===== src/common/subterranean_pkg.sv =====
/*
 * Shared types and constants for the Subterranean stream control sequencer.
 * Only key loading and encryption are supported; hash and decrypt opcodes
 * are listed so the sequencer can reject them as illegal.
 */
package subterranean_pkg;

    // Cipher constants
    localparam int BLANK_ROUNDS = 8;
    localparam int TAG_WORDS    = 4;
    localparam int WORD_BYTES   = 4;
    localparam int CTR_W        = 4;

    // Instruction opcodes
    typedef enum logic [3:0] {
        op_encrypt = 4'b0010,
        op_decrypt = 4'b0011,
        op_key     = 4'b0100,
        op_key_alt = 4'b0111,
        op_hash    = 4'b1000
    } inst_op_e;

    // Sequencer states, grouped by phase
    typedef enum logic [4:0] {
        st_reset,
        st_idle,
        st_key_stream,
        st_key_last,
        st_key_pad,
        st_nonce_stream,
        st_nonce_last,
        st_nonce_pad,
        st_blank_start,
        st_blank_run,
        st_blank_end,
        st_ad_stream,
        st_ad_last,
        st_ad_pad,
        st_text_stream,
        st_text_last,
        st_text_pad,
        st_tag_start,
        st_tag_run,
        st_tag_end
    } seq_state_e;

    // Permutation core input select
    typedef enum logic [1:0] {
        cd_hold  = 2'b00,
        cd_null  = 2'b01,  // absorb an empty block
        cd_data  = 2'b10,  // absorb the buffered word
        cd_blank = 2'b11
    } core_din_e;

    typedef enum logic [1:0] {
        cm_plain       = 2'b00,
        cm_squeeze     = 2'b01,
        cm_duplex_text = 2'b10
    } core_mode_e;

    typedef enum logic [1:0] {
        ds_none = 2'b00,
        ds_text = 2'b01,
        ds_tag  = 2'b10
    } dout_sel_e;

    typedef struct packed {
        logic       init;
        core_din_e  din_sel;
        core_mode_e mode;
    } core_ctrl_t;

    // Size counts valid bytes of the word, 0 to WORD_BYTES
    typedef struct packed {
        logic                      valid;
        logic                      last;
        logic [2:0]                size;
        logic [WORD_BYTES*8-1:0]   data;
    } din_word_t;

endpackage


===== src/logic/buffer_tracker.sv =====
/*
 * Data-in acceptance and padding decision. During the text phase input is
 * only taken when the output side is ready, so no text word is dropped.
 * The pad decision holds until the next last word arrives.
 */
module buffer_tracker (
    input  logic                        clk,
    input  logic                        arstn,
    input  subterranean_pkg::din_word_t din,
    input  logic                        stream_en,
    input  logic                        text_phase,
    input  logic                        dout_ready,
    output logic                        din_ready,
    output logic                        din_fire,
    output logic                        last_fire,
    output logic                        pad_needed
);
    import subterranean_pkg::*;

    // Byte count of the most recent last word
    logic [2:0] last_size;

    assign din_ready = stream_en & (~text_phase | dout_ready);
    assign din_fire  = din.valid & din_ready;
    assign last_fire = din_fire & din.last;

    always_ff @(posedge clk or negedge arstn) begin
        if (!arstn) begin
            last_size <= 3'd0;
        end else if (last_fire) begin
            last_size <= din.size;
        end
    end

    // Empty or full last word needs an extra null block
    assign pad_needed = (last_size == 3'd0) || (last_size == 3'(WORD_BYTES));

endmodule


===== src/logic/round_counter.sv =====
/*
 * Loadable down-counter shared by the blank run and the tag output.
 * A load wins over a step in the same cycle.
 */
module round_counter (
    input  logic clk,
    input  logic arstn,
    input  logic ctr_load_blank,
    input  logic ctr_load_tag,
    input  logic ctr_step,
    output logic ctr_is_one
);
    import subterranean_pkg::*;

    logic [CTR_W-1:0] count;

    always_ff @(posedge clk or negedge arstn) begin
        if (!arstn) begin
            count <= '0;
        end else if (ctr_load_blank) begin
            // Blank start consumes one step before the run
            count <= CTR_W'(BLANK_ROUNDS - 1);
        end else if (ctr_load_tag) begin
            count <= CTR_W'(TAG_WORDS);
        end else if (ctr_step) begin
            count <= count - 1'b1;
        end
    end

    // Final step of the run
    assign ctr_is_one = (count == CTR_W'(1));

endmodule


===== src/sequencer/sequencer_fsm.sv =====
/*
 * Main control FSM. All control outputs are decoded from the next state and
 * registered, so they are valid in the first cycle of their state.
 * Text-phase dout_valid follows accepted input words combinationally.
 */
module sequencer_fsm (
    input  logic                         clk,
    input  logic                         arstn,
    input  subterranean_pkg::inst_op_e   inst,
    input  logic                         inst_valid,
    output logic                         inst_ready,
    input  logic                         din_fire,
    input  logic                         last_fire,
    input  logic                         pad_needed,
    input  logic                         ctr_is_one,
    input  logic                         dout_ready,
    output logic                         stream_en,
    output logic                         text_phase,
    output logic                         ctr_load_blank,
    output logic                         ctr_load_tag,
    output logic                         ctr_step,
    output logic                         dout_valid,
    output subterranean_pkg::dout_sel_e  dout_sel,
    output subterranean_pkg::core_ctrl_t core_ctrl
);
    import subterranean_pkg::*;

    seq_state_e state;
    seq_state_e next_state;
    // Set once the text phase is done, so the next blank run leads to the tag
    logic       tag_pending;
    logic       tag_valid;
    logic       inst_fire;
    logic       tag_beat;
    logic       next_inst_ready;
    logic       next_stream_en;
    logic       next_text_phase;
    logic       next_tag_valid;
    dout_sel_e  next_dout_sel;
    core_ctrl_t next_core_ctrl;

    assign inst_fire = inst_valid & inst_ready;
    assign tag_beat  = tag_valid & dout_ready;

    // Text output beat rises with each accepted text word
    assign dout_valid = tag_valid | (text_phase & din_fire);

    // Counter strobes
    assign ctr_load_blank = (next_state == st_blank_start);
    assign ctr_load_tag   = (next_state == st_tag_start) && (state != st_tag_start);
    assign ctr_step       = (state == st_blank_start) || (state == st_blank_run) || tag_beat;

    always_comb begin
        next_state = state;
        case (state)
            st_reset : begin
                next_state = st_idle;
            end
            st_idle : begin
                if (inst_fire) begin
                    case (inst)
                        op_encrypt : next_state = st_nonce_stream;
                        op_key, op_key_alt : next_state = st_key_stream;
                        default : next_state = st_reset;
                    endcase
                end
            end
            st_key_stream : begin
                if (last_fire) begin
                    next_state = st_key_last;
                end
            end
            st_key_last : begin
                next_state = pad_needed ? st_key_pad : st_idle;
            end
            st_key_pad : begin
                next_state = st_idle;
            end
            st_nonce_stream : begin
                if (last_fire) begin
                    next_state = st_nonce_last;
                end
            end
            st_nonce_last : begin
                next_state = pad_needed ? st_nonce_pad : st_blank_start;
            end
            st_nonce_pad : begin
                next_state = st_blank_start;
            end
            st_blank_start : begin
                next_state = st_blank_run;
            end
            st_blank_run : begin
                if (ctr_is_one) begin
                    next_state = st_blank_end;
                end
            end
            st_blank_end : begin
                next_state = tag_pending ? st_tag_start : st_ad_stream;
            end
            st_ad_stream : begin
                if (last_fire) begin
                    next_state = st_ad_last;
                end
            end
            st_ad_last : begin
                next_state = pad_needed ? st_ad_pad : st_text_stream;
            end
            st_ad_pad : begin
                next_state = st_text_stream;
            end
            st_text_stream : begin
                if (last_fire) begin
                    next_state = st_text_last;
                end
            end
            st_text_last : begin
                next_state = pad_needed ? st_text_pad : st_blank_start;
            end
            st_text_pad : begin
                next_state = st_blank_start;
            end
            // Stalls hold the state, only accepted beats move on
            st_tag_start, st_tag_run : begin
                if (tag_beat) begin
                    next_state = ctr_is_one ? st_tag_end : st_tag_run;
                end
            end
            st_tag_end : begin
                next_state = st_reset;
            end
            default : begin
                next_state = st_reset;
            end
        endcase
    end

    // Output decode from the next state
    always_comb begin
        next_inst_ready = 1'b0;
        next_stream_en  = 1'b0;
        next_text_phase = 1'b0;
        next_tag_valid  = 1'b0;
        next_dout_sel   = ds_none;
        next_core_ctrl  = '{init: 1'b0, din_sel: cd_hold, mode: cm_plain};
        case (next_state)
            st_reset : begin
                next_core_ctrl.init = 1'b1;
            end
            st_idle : begin
                next_inst_ready = 1'b1;
            end
            st_key_stream, st_nonce_stream, st_ad_stream : begin
                next_stream_en         = 1'b1;
                next_core_ctrl.din_sel = cd_data;
            end
            st_text_stream : begin
                next_stream_en         = 1'b1;
                next_text_phase        = 1'b1;
                next_dout_sel          = ds_text;
                next_core_ctrl.din_sel = cd_data;
                next_core_ctrl.mode    = cm_duplex_text;
            end
            st_key_last, st_nonce_last, st_ad_last : begin
                next_core_ctrl.din_sel = cd_data;
            end
            st_text_last : begin
                next_core_ctrl.din_sel = cd_data;
                next_core_ctrl.mode    = cm_duplex_text;
            end
            st_key_pad, st_nonce_pad, st_ad_pad, st_text_pad : begin
                next_core_ctrl.din_sel = cd_null;
            end
            st_blank_start, st_blank_run, st_blank_end : begin
                next_core_ctrl.din_sel = cd_blank;
            end
            // Core squeezes one tag word per accepted beat
            st_tag_start, st_tag_run : begin
                next_tag_valid      = 1'b1;
                next_dout_sel       = ds_tag;
                next_core_ctrl.mode = cm_squeeze;
            end
            default : begin
            end
        endcase
    end

    always_ff @(posedge clk or negedge arstn) begin
        if (!arstn) begin
            state       <= st_reset;
            inst_ready  <= 1'b0;
            stream_en   <= 1'b0;
            text_phase  <= 1'b0;
            tag_valid   <= 1'b0;
            dout_sel    <= ds_none;
            core_ctrl   <= '{init: 1'b1, din_sel: cd_hold, mode: cm_plain};
        end else begin
            state       <= next_state;
            inst_ready  <= next_inst_ready;
            stream_en   <= next_stream_en;
            text_phase  <= next_text_phase;
            tag_valid   <= next_tag_valid;
            dout_sel    <= next_dout_sel;
            core_ctrl   <= next_core_ctrl;
        end
    end

    always_ff @(posedge clk or negedge arstn) begin
        if (!arstn) begin
            tag_pending <= 1'b0;
        end else if (state == st_idle) begin
            tag_pending <= 1'b0;
        end else if (state == st_text_last) begin
            tag_pending <= 1'b1;
        end
    end

endmodule


===== src/logic/stream_ctrl_top.sv =====
/*
 * Top of the stream control sequencer. Drives the permutation core and
 * output buffer controls; the datapath itself lives outside this block.
 */
module stream_ctrl_top (
    input  logic                         clk,
    input  logic                         arstn,
    input  subterranean_pkg::inst_op_e   inst,
    input  logic                         inst_valid,
    output logic                         inst_ready,
    input  subterranean_pkg::din_word_t  din,
    output logic                         din_ready,
    input  logic                         dout_ready,
    output logic                         dout_valid,
    output subterranean_pkg::dout_sel_e  dout_sel,
    output subterranean_pkg::core_ctrl_t core_ctrl
);

    logic stream_en;
    logic text_phase;
    logic din_fire;
    logic last_fire;
    logic pad_needed;
    logic ctr_load_blank;
    logic ctr_load_tag;
    logic ctr_step;
    logic ctr_is_one;

    buffer_tracker u_buffer_tracker (
        .clk        (clk),
        .arstn      (arstn),
        .din        (din),
        .stream_en  (stream_en),
        .text_phase (text_phase),
        .dout_ready (dout_ready),
        .din_ready  (din_ready),
        .din_fire   (din_fire),
        .last_fire  (last_fire),
        .pad_needed (pad_needed)
    );

    round_counter u_round_counter (
        .clk            (clk),
        .arstn          (arstn),
        .ctr_load_blank (ctr_load_blank),
        .ctr_load_tag   (ctr_load_tag),
        .ctr_step       (ctr_step),
        .ctr_is_one     (ctr_is_one)
    );

    sequencer_fsm u_sequencer_fsm (
        .clk            (clk),
        .arstn          (arstn),
        .inst           (inst),
        .inst_valid     (inst_valid),
        .inst_ready     (inst_ready),
        .din_fire       (din_fire),
        .last_fire      (last_fire),
        .pad_needed     (pad_needed),
        .ctr_is_one     (ctr_is_one),
        .dout_ready     (dout_ready),
        .stream_en      (stream_en),
        .text_phase     (text_phase),
        .ctr_load_blank (ctr_load_blank),
        .ctr_load_tag   (ctr_load_tag),
        .ctr_step       (ctr_step),
        .dout_valid     (dout_valid),
        .dout_sel       (dout_sel),
        .core_ctrl      (core_ctrl)
    );

endmodule


===== config.mk =====
export PLATFORM = sky130hd
export DESIGN_NAME = stream_ctrl_top
export DESIGN_NICKNAME = d
export VERILOG_FILES = /design/src/common/subterranean_pkg.sv /design/src/logic/buffer_tracker.sv /design/src/logic/round_counter.sv /design/src/sequencer/sequencer_fsm.sv /design/src/logic/stream_ctrl_top.sv
export SDC_FILE = /design/constraint.sdc
export NUM_CORES = 1
export LEC_CHECK = 0
export BUFFER_PORTS_ARGS = -buffer_cell sky130_fd_sc_hd__buf_2
export CORE_MARGIN = 3
export CORE_UTILIZATION = 53
export CTS_CLUSTER_SIZE = 12
export DETAILED_ROUTE_END_ITERATION = 16
export PLACE_DENSITY = 0.82
export REMOVE_ABC_BUFFERS = 1
export SYNTH_ARGS = -nofsm -noshare
export SYNTH_HDL_FRONTEND = slang
export SYNTH_SLANG_ARGS = --single-unit

===== constraint.sdc =====
create_clock -name clk -period 7 [get_ports clk]
set_input_delay 1.05 -clock clk [delete_from_list [all_inputs] [get_ports clk]]
set_output_delay 1.05 -clock clk [all_outputs]
set_load 0.02 [all_outputs]

== Yosys cells after proc, flatten, opt, wreduce, memory -nomap -nowiden ==
Cells that the tools add are included.

* Add/subtract/negate cells: 1
* $mul: 0
* Div/mod/pow operators: 0
* Order comparisons: 0
* Eq/ne operators: 42
* Shifts and indexed selects: 0
* Muxes and demuxes: 28
* Bitwise operators: 9
* Reductions and logical operators: 19

{| class="wikitable"
|+ Operators with widths
! operator !! count
|-
| $eq A5 B4 Y1 const B || 16
|-
| $pmux W5 S16 || 1
|-
| $mux W5 || 9
|-
| $eq A5 B3 Y1 const B || 8
|-
| $eq A5 B5 Y1 const B || 6
|-
| $eq A5 B2 Y1 const B || 4
|-
| $mux W4 || 4
|-
| $reduce_or A2 Y1 || 6
|-
| $eq A5 B1 Y1 const B || 2
|-
| $logic_not A5 Y1 || 2
|-
| $eq A4 B3 Y1 const B || 2
|-
| $mux W1 || 8
|-
| $pmux W2 S2 || 2
|-
| $reduce_or A4 Y1 || 2
|-
| $reduce_or A8 Y1 || 1
|-
| $and A1 B1 Y1 || 6
|-
| $pmux W2 S3 || 1
|-
| $pmux W3 S2 || 1
|-
| $ne A5 B5 Y1 const B || 1
|-
| $eq A4 B1 Y1 const B || 1
|-
| $eq A4 B2 Y1 const B || 1
|-
| $sub A4 B1 Y4 const B || 1
|-
| $eq A3 B3 Y1 const B || 1
|-
| $logic_not A3 Y1 || 1
|-
| other kinds (9) || 12
|}

* Register bits: 24
* Bits in latches: 0
* Memory bits (writable): 0
* ROM bits: 0
* Word-level logic and storage cells: 111
* Memories kept: 0

== Depth between registers and ports, before layout ==
* Depth after elaboration: 11
* Mapped depth: 9
* Mapped depth without buffers: 8

== Hierarchy ==
A second synthesis with hierarchy kept.

* Cell total of the unflattened synthesis: 171
* Area, all modules: 1589.0 um^2

{| class="wikitable"
|+ By module, submodules not included
! module !! times used !! cells an instance !! area each (um^2) !! seq. area each (um^2)
|-
| sequencer_fsm || 1 || 142 || 1214.9 || 401.6
|-
| round_counter || 1 || 19 || 236.5 || 100.1
|-
| buffer_tracker || 1 || 10 || 137.6 || 50.0
|}

== Worst setup path after synthesis ==
No wires, ideal clock.

* Path kind: input port to output port
* Start: input port dout_ready
* End: output port dout_valid
* Arrival: 1.752 ns
* Slack: 4.198 ns
* Stages on the path: 3
* Path buffers: 0
* Cells stage by stage: nand2b_1 -> and2_1 -> a31o_2

* Cells in the longest elaborated chain, start to end: 5

{| class="wikitable"
|+ Ends and longest elaborated chain
! element !! line !! source
|-
| start, declared || stream_ctrl_top.sv:13 || <nowiki>input logic dout_ready,</nowiki>
|-
| $or A1 B1 Y1 || buffer_tracker.sv:23 || <nowiki>assign din_ready = stream_en & (~text_phase | dout_ready);</nowiki>
|-
| $and A1 B1 Y1 || buffer_tracker.sv:23 ||
|-
| named net din_ready || stream_ctrl_top.sv:12 || <nowiki>output logic din_ready,</nowiki>
|-
| $and A1 B1 Y1 || buffer_tracker.sv:24 || <nowiki>assign din_fire = din.valid & din_ready;</nowiki>
|-
| $and A1 B1 Y1 || sequencer_fsm.sv:46 || <nowiki>assign dout_valid = tag_valid | (text_phase & din_fire);</nowiki>
|-
| $or A1 B1 Y1 || sequencer_fsm.sv:46 ||
|-
| end, declared || stream_ctrl_top.sv:14 || <nowiki>output logic dout_valid,</nowiki>
|}

The timed path passes the listed nets, and every way through them passes these cells.

== Worst setup path after layout ==
* Start: input port dout_ready
* End: register u_round_counter.count[3]

* Cells in the longest elaborated chain, start to end: 10
* Elaborated cells between the ends (all ways): 18
* Classes of those cells: 2 x eq/ne; 8 x mux; 5 x bitwise; 3 x reduce/logical

{| class="wikitable"
|+ Ends and longest elaborated chain
! element !! line !! source
|-
| $or A1 B1 Y1 || buffer_tracker.sv:23 ||
|-
| $and A1 B1 Y1 || buffer_tracker.sv:23 ||
|-
| $and A1 B1 Y1 || buffer_tracker.sv:24 ||
|-
| $and A1 B1 Y1 || buffer_tracker.sv:25 || <nowiki>assign last_fire = din_fire & din.last;</nowiki>
|-
| $mux W5 (on tied branches) || -- ||
|-
| $pmux W5 S16 || sequencer_fsm.sv:55 || <nowiki>case (state)</nowiki>
|-
| $eq A5 B5 Y1 || sequencer_fsm.sv:50 || <nowiki>assign ctr_load_tag = (next_state == st_tag_start) && (state != st_tag_start);</nowiki>
|-
| $logic_and A1 B1 Y1 || sequencer_fsm.sv:50 ||
|-
| $mux W4 || round_counter.sv:23 || <nowiki>end else if (ctr_load_tag) begin</nowiki>
|-
| $mux W4 || round_counter.sv:20 || <nowiki>end else if (ctr_load_blank) begin</nowiki>
|-
| end signal, assigned || round_counter.sv:22 || <nowiki>count <= CTR_W'(BLANK_ROUNDS - 1);</nowiki>
|-
| end signal, assigned || round_counter.sv:24 || <nowiki>count <= CTR_W'(TAG_WORDS);</nowiki>
|-
| end signal, assigned || round_counter.sv:26 || <nowiki>count <= count - 1'b1;</nowiki>
|-
| end, declared || round_counter.sv:15 || <nowiki>logic [CTR_W-1:0] count;</nowiki>
|}

Parallel ways exist; a longest one is shown, timed or not.
A chain may end at the register's enable or synchronous reset.

==> results.py <==
metrics = {
    "detailed_routing": {
        "viasPerCell": 6.11,
        "vias": 1331,
        "drc": 0,
        "first_iter_violations": 69,
        "first_pass_iters": 4,
        "ant_nets": 0,
        "wl_um": 3470,
        "wl_per_cell_um": 15.9,
    },
    "critical_path": {
        "start_kind": "primary input",
        "cp_cell_sequence": "buf_2 -> nand2b_1 -> nand4_2 -> nand3b_1 -> a31oi_1 -> or4_1 -> or4b_4 -> and3_1",
        "cp.required_ns": 7.22,
        "critical-path-max-stage-delay_ns": 0.64,
        "r2r-end": "u_round_counter.count[3]",
        "critical_path.top_delay_family": "simple AND/OR/NAND/NOR gates",
        "cpMaxStageDelayCell": "or4_1",
        "cp.arrival_ns": 3.28,
        "worstPathMaxFanout": 11,
        "rr_worst_depth": 7,
        "critPathKind": "in -> reg",
        "reg2reg_slack_ns": 4.08,
        "critPathBufInv": 1,
        "end_kind": "flop",
        "regToRegStartpoint": "u_sequencer_fsm.state[3]",
    },
    "flow_run": {
        "cap_viol_max_count": 0,
    },
    "final_layout": {
        "n_fill_cell": 225,
        "final_nets": 236,
        "seqCellArea_um2": 577,
        "design_area_um2": 1620,
        "layout-drive-gt1-share_pct": 20.7,
        "multi_input_area_um2": 865,
        "final_cell_mix": "28 x nand2_1, 22 x dfrtp_1, 21 x buf_2, 9 x a21oi_1, 9 x nand3_1",
        "fin_util_pct": 62.1,
        "instances_no_fill": 218,
        "diodes": 0,
        "area_growth_pct": 5.80,
        "layout_commonest_cell": "nand2_1",
    },
    "place": {
        "placed_area_um2": 1590,
        "gp_congestion": 0.966,
        "dp_hpwl_um": 2600,
        "post-place-ws_ns": 3.65,
        "place.port_buffers": 21,
        "dp.cells": 214,
    },
    "floorplanning": {
        "io_pins": 55,
        "chipHeight_um": 59.8,
        "fp.dieW_um": 59.8,
        "dieArea_um2": 3570,
        "rows": 18,
        "start_util_pct": 58.7,
        "core_area_um2": 2610,
    },
    "global_route": {
        "grt_max_degree": 24,
        "grt_pass1_wl_um": 5600,
        "grt_pass1_vias": 1215,
        "globalRouteOverflowTotal": 0,
        "antenna_found_initial": 0,
        "grtUsageTotal_pct": 20.9,
    },
    "worst_hold_path": {
        "min_path_type": "reg -> reg",
        "min_to": "u_buffer_tracker.last_size[1]",
        "holdPathStages": 2,
        "hold_start": "u_buffer_tracker.last_size[1]",
    },
    "synthesis": {
        "synthArstFlopShare_pct": 100,
        "synthMuxAreaShare_pct": 0.653,
        "ys_ff_latch": 23,
        "syn_avg_cell_area_um2": 8.81,
        "synth-simple-area-share_pct": 36.2,
        "yosysSeqAreaShare_pct": 37.6,
        "synth_top_family_by_area": "simple AND/OR/NAND/NOR gates",
        "synth_ff_type": "dfrtp_1",
        "synthCells": 174,
        "synthDistinctLibCells": 42,
        "synth_xor_area_share_pct": 4.57,
        "synth_compound_area_share_pct": 13.3,
        "ys_warn_count": 0,
        "syn_area_um2": 1530,
        "synth_edf_count": 0,
        "synth-adder-area-share_pct": 1.63,
    },
    "clock_network": {
        "clock_sinks": 23,
        "clk_pin_slew_worst_paths_ns": 0.13,
        "cts_made_buffers": 3,
        "cts_max_level": 1,
        "post_cts_resized": 0,
        "clock_path_buffers": 2,
        "postCtsSetupRepairBufs": 0,
        "ctsHoldBuffers": 0,
        "clkLatencyLatePin_ns": 0.32,
        "cts_tree": "done",
        "cts_root_buffer": "clkbuf_4",
    },
    "sta": {
        "fin_crit_ns": 3.06,
        "fin_hold_ws_ns": 0.537,
        "tns_ns": 0,
        "timing.final.hold_violations": 0,
        "slew_violations": 0,
        "final-setup-viol-count": 0,
        "relSlewSlack_pct": 56.3,
        "rsz0062_at_grt": "no",
        "fin_skew_ns": 0.00896,
        "worst_slack_ns": 3.94,
        "fmax_ghz": 0.327,
        "finalCritPeriodShare_pct": 43.7,
        "tightest_slew_ns": 0.650,
    },
    "power_and_ir_drop": {
        "power_density_nw_per_um2": 420,
        "leakage_nw": 0.723,
        "irDropWorstVdd_mv": 0.364,
        "total_power_mw": 0.681,
    },
    "status": {
        "outcome": "completed",
    },
}
-- report_power, final --
part / total (mW) / leakage [nW] / internal, mW / switching, mW
combinational: 0.370 / 0.415 / 0.155 / 0.216
sequential: 0.248 / 0.295 / 0.175 / 0.0730
clock: 0.0626 / 0.0139 / 0.0218 / 0.0408
total: 0.681 / 0.723 / 0.352 / 0.329
-- logic make-up (layout without fill, tap and decap cells) --
| group | count (synthesis) | after routing |
|---|---|---|
| multiplexers | 1 | 1 |
| AO/OA/AOI/OAI | 31 | 31 |
| AND/OR/NAND/NOR | 96 | 96 |
| buffers and inverters | 13 | 27 |
| flip-flops | 23 | 23 |
| XOR/XNOR | 8 | 8 |
| adder cells (fa/ha/maj) | 2 | 2 |
-- worst reg2reg max path, delay by kind of cell, from the launching register on --
kind             cells  cell delay [ns]
flip-flops           1             0.69
AND/OR/NAND/NOR      5             1.87
AO/OA/AOI/OAI        2             0.26
-- flip-flops by register name (all words and copies together) (netlist names) --
signal and cells:
u_sequencer_fsm.stream_en 1, u_sequencer_fsm.inst_ready 1, u_sequencer_fsm.dout_sel 2, u_sequencer_fsm.tag_valid 1, u_round_counter.count 4, u_sequencer_fsm.core_ctrl 5
u_buffer_tracker.last_size 2, u_sequencer_fsm.state 5, u_sequencer_fsm.tag_pending 1, u_sequencer_fsm.text_phase 1
-- worst max-delay path by stage --
stage,end,startpoint,slack [ns],cells after the start
after floorplan,u_round_counter.count[3],dout_ready,4.01,7
after global placement,u_round_counter.count[3],dout_ready,3.66,8
after detailed placement,u_round_counter.count[3],dout_ready,3.65,8
after CTS,u_round_counter.count[3],dout_ready,4.00,8
after global routing,u_round_counter.count[3],dout_ready,3.84,8
final,u_round_counter.count[3],dout_ready,3.94,8
-- cell usage after synthesis, drive strengths merged, types with 4 or more instances --
library cell	number	area [um^2]
nand2	28	105
dfrtp	22	551
buf	11	83.8
a21oi	10	53.8
nand3	9	45.0
nor2	8	30.0
nor2b	8	72.6
nor3	7	35.0
a31oi	6	37.5
and2	5	31.3
nand2b	5	38.8
nor3b	5	37.5
o211ai	5	37.5
xor2	5	43.8
o21ai	4	20.0
-- routing by layer --
layer | GRT usage, % | up-vias | share of wire, %
met5 | 0 | - | 0
met3 | 5.18 | 8 | 4.9
met4 | 5.70 | 0 | 1.6
met1 | 26.2 | 644 | 43
li1 | - | 644 | -
met2 | 35.6 | 35 | 50
-- cell type report --
type / instances / area share (%)
Clock inverter: 1 / 0.463
Sequential cell: 23 / 35.6
Inverter: 2 / 0.463
Clock buffer: 3 / 1.39
Timing Repair Buffer: 21 / 6.48
Multi-Input combinational cell: 138 / 53.3
Tap cell: 30 / 2.31
(Power assumes the default switching activity.)
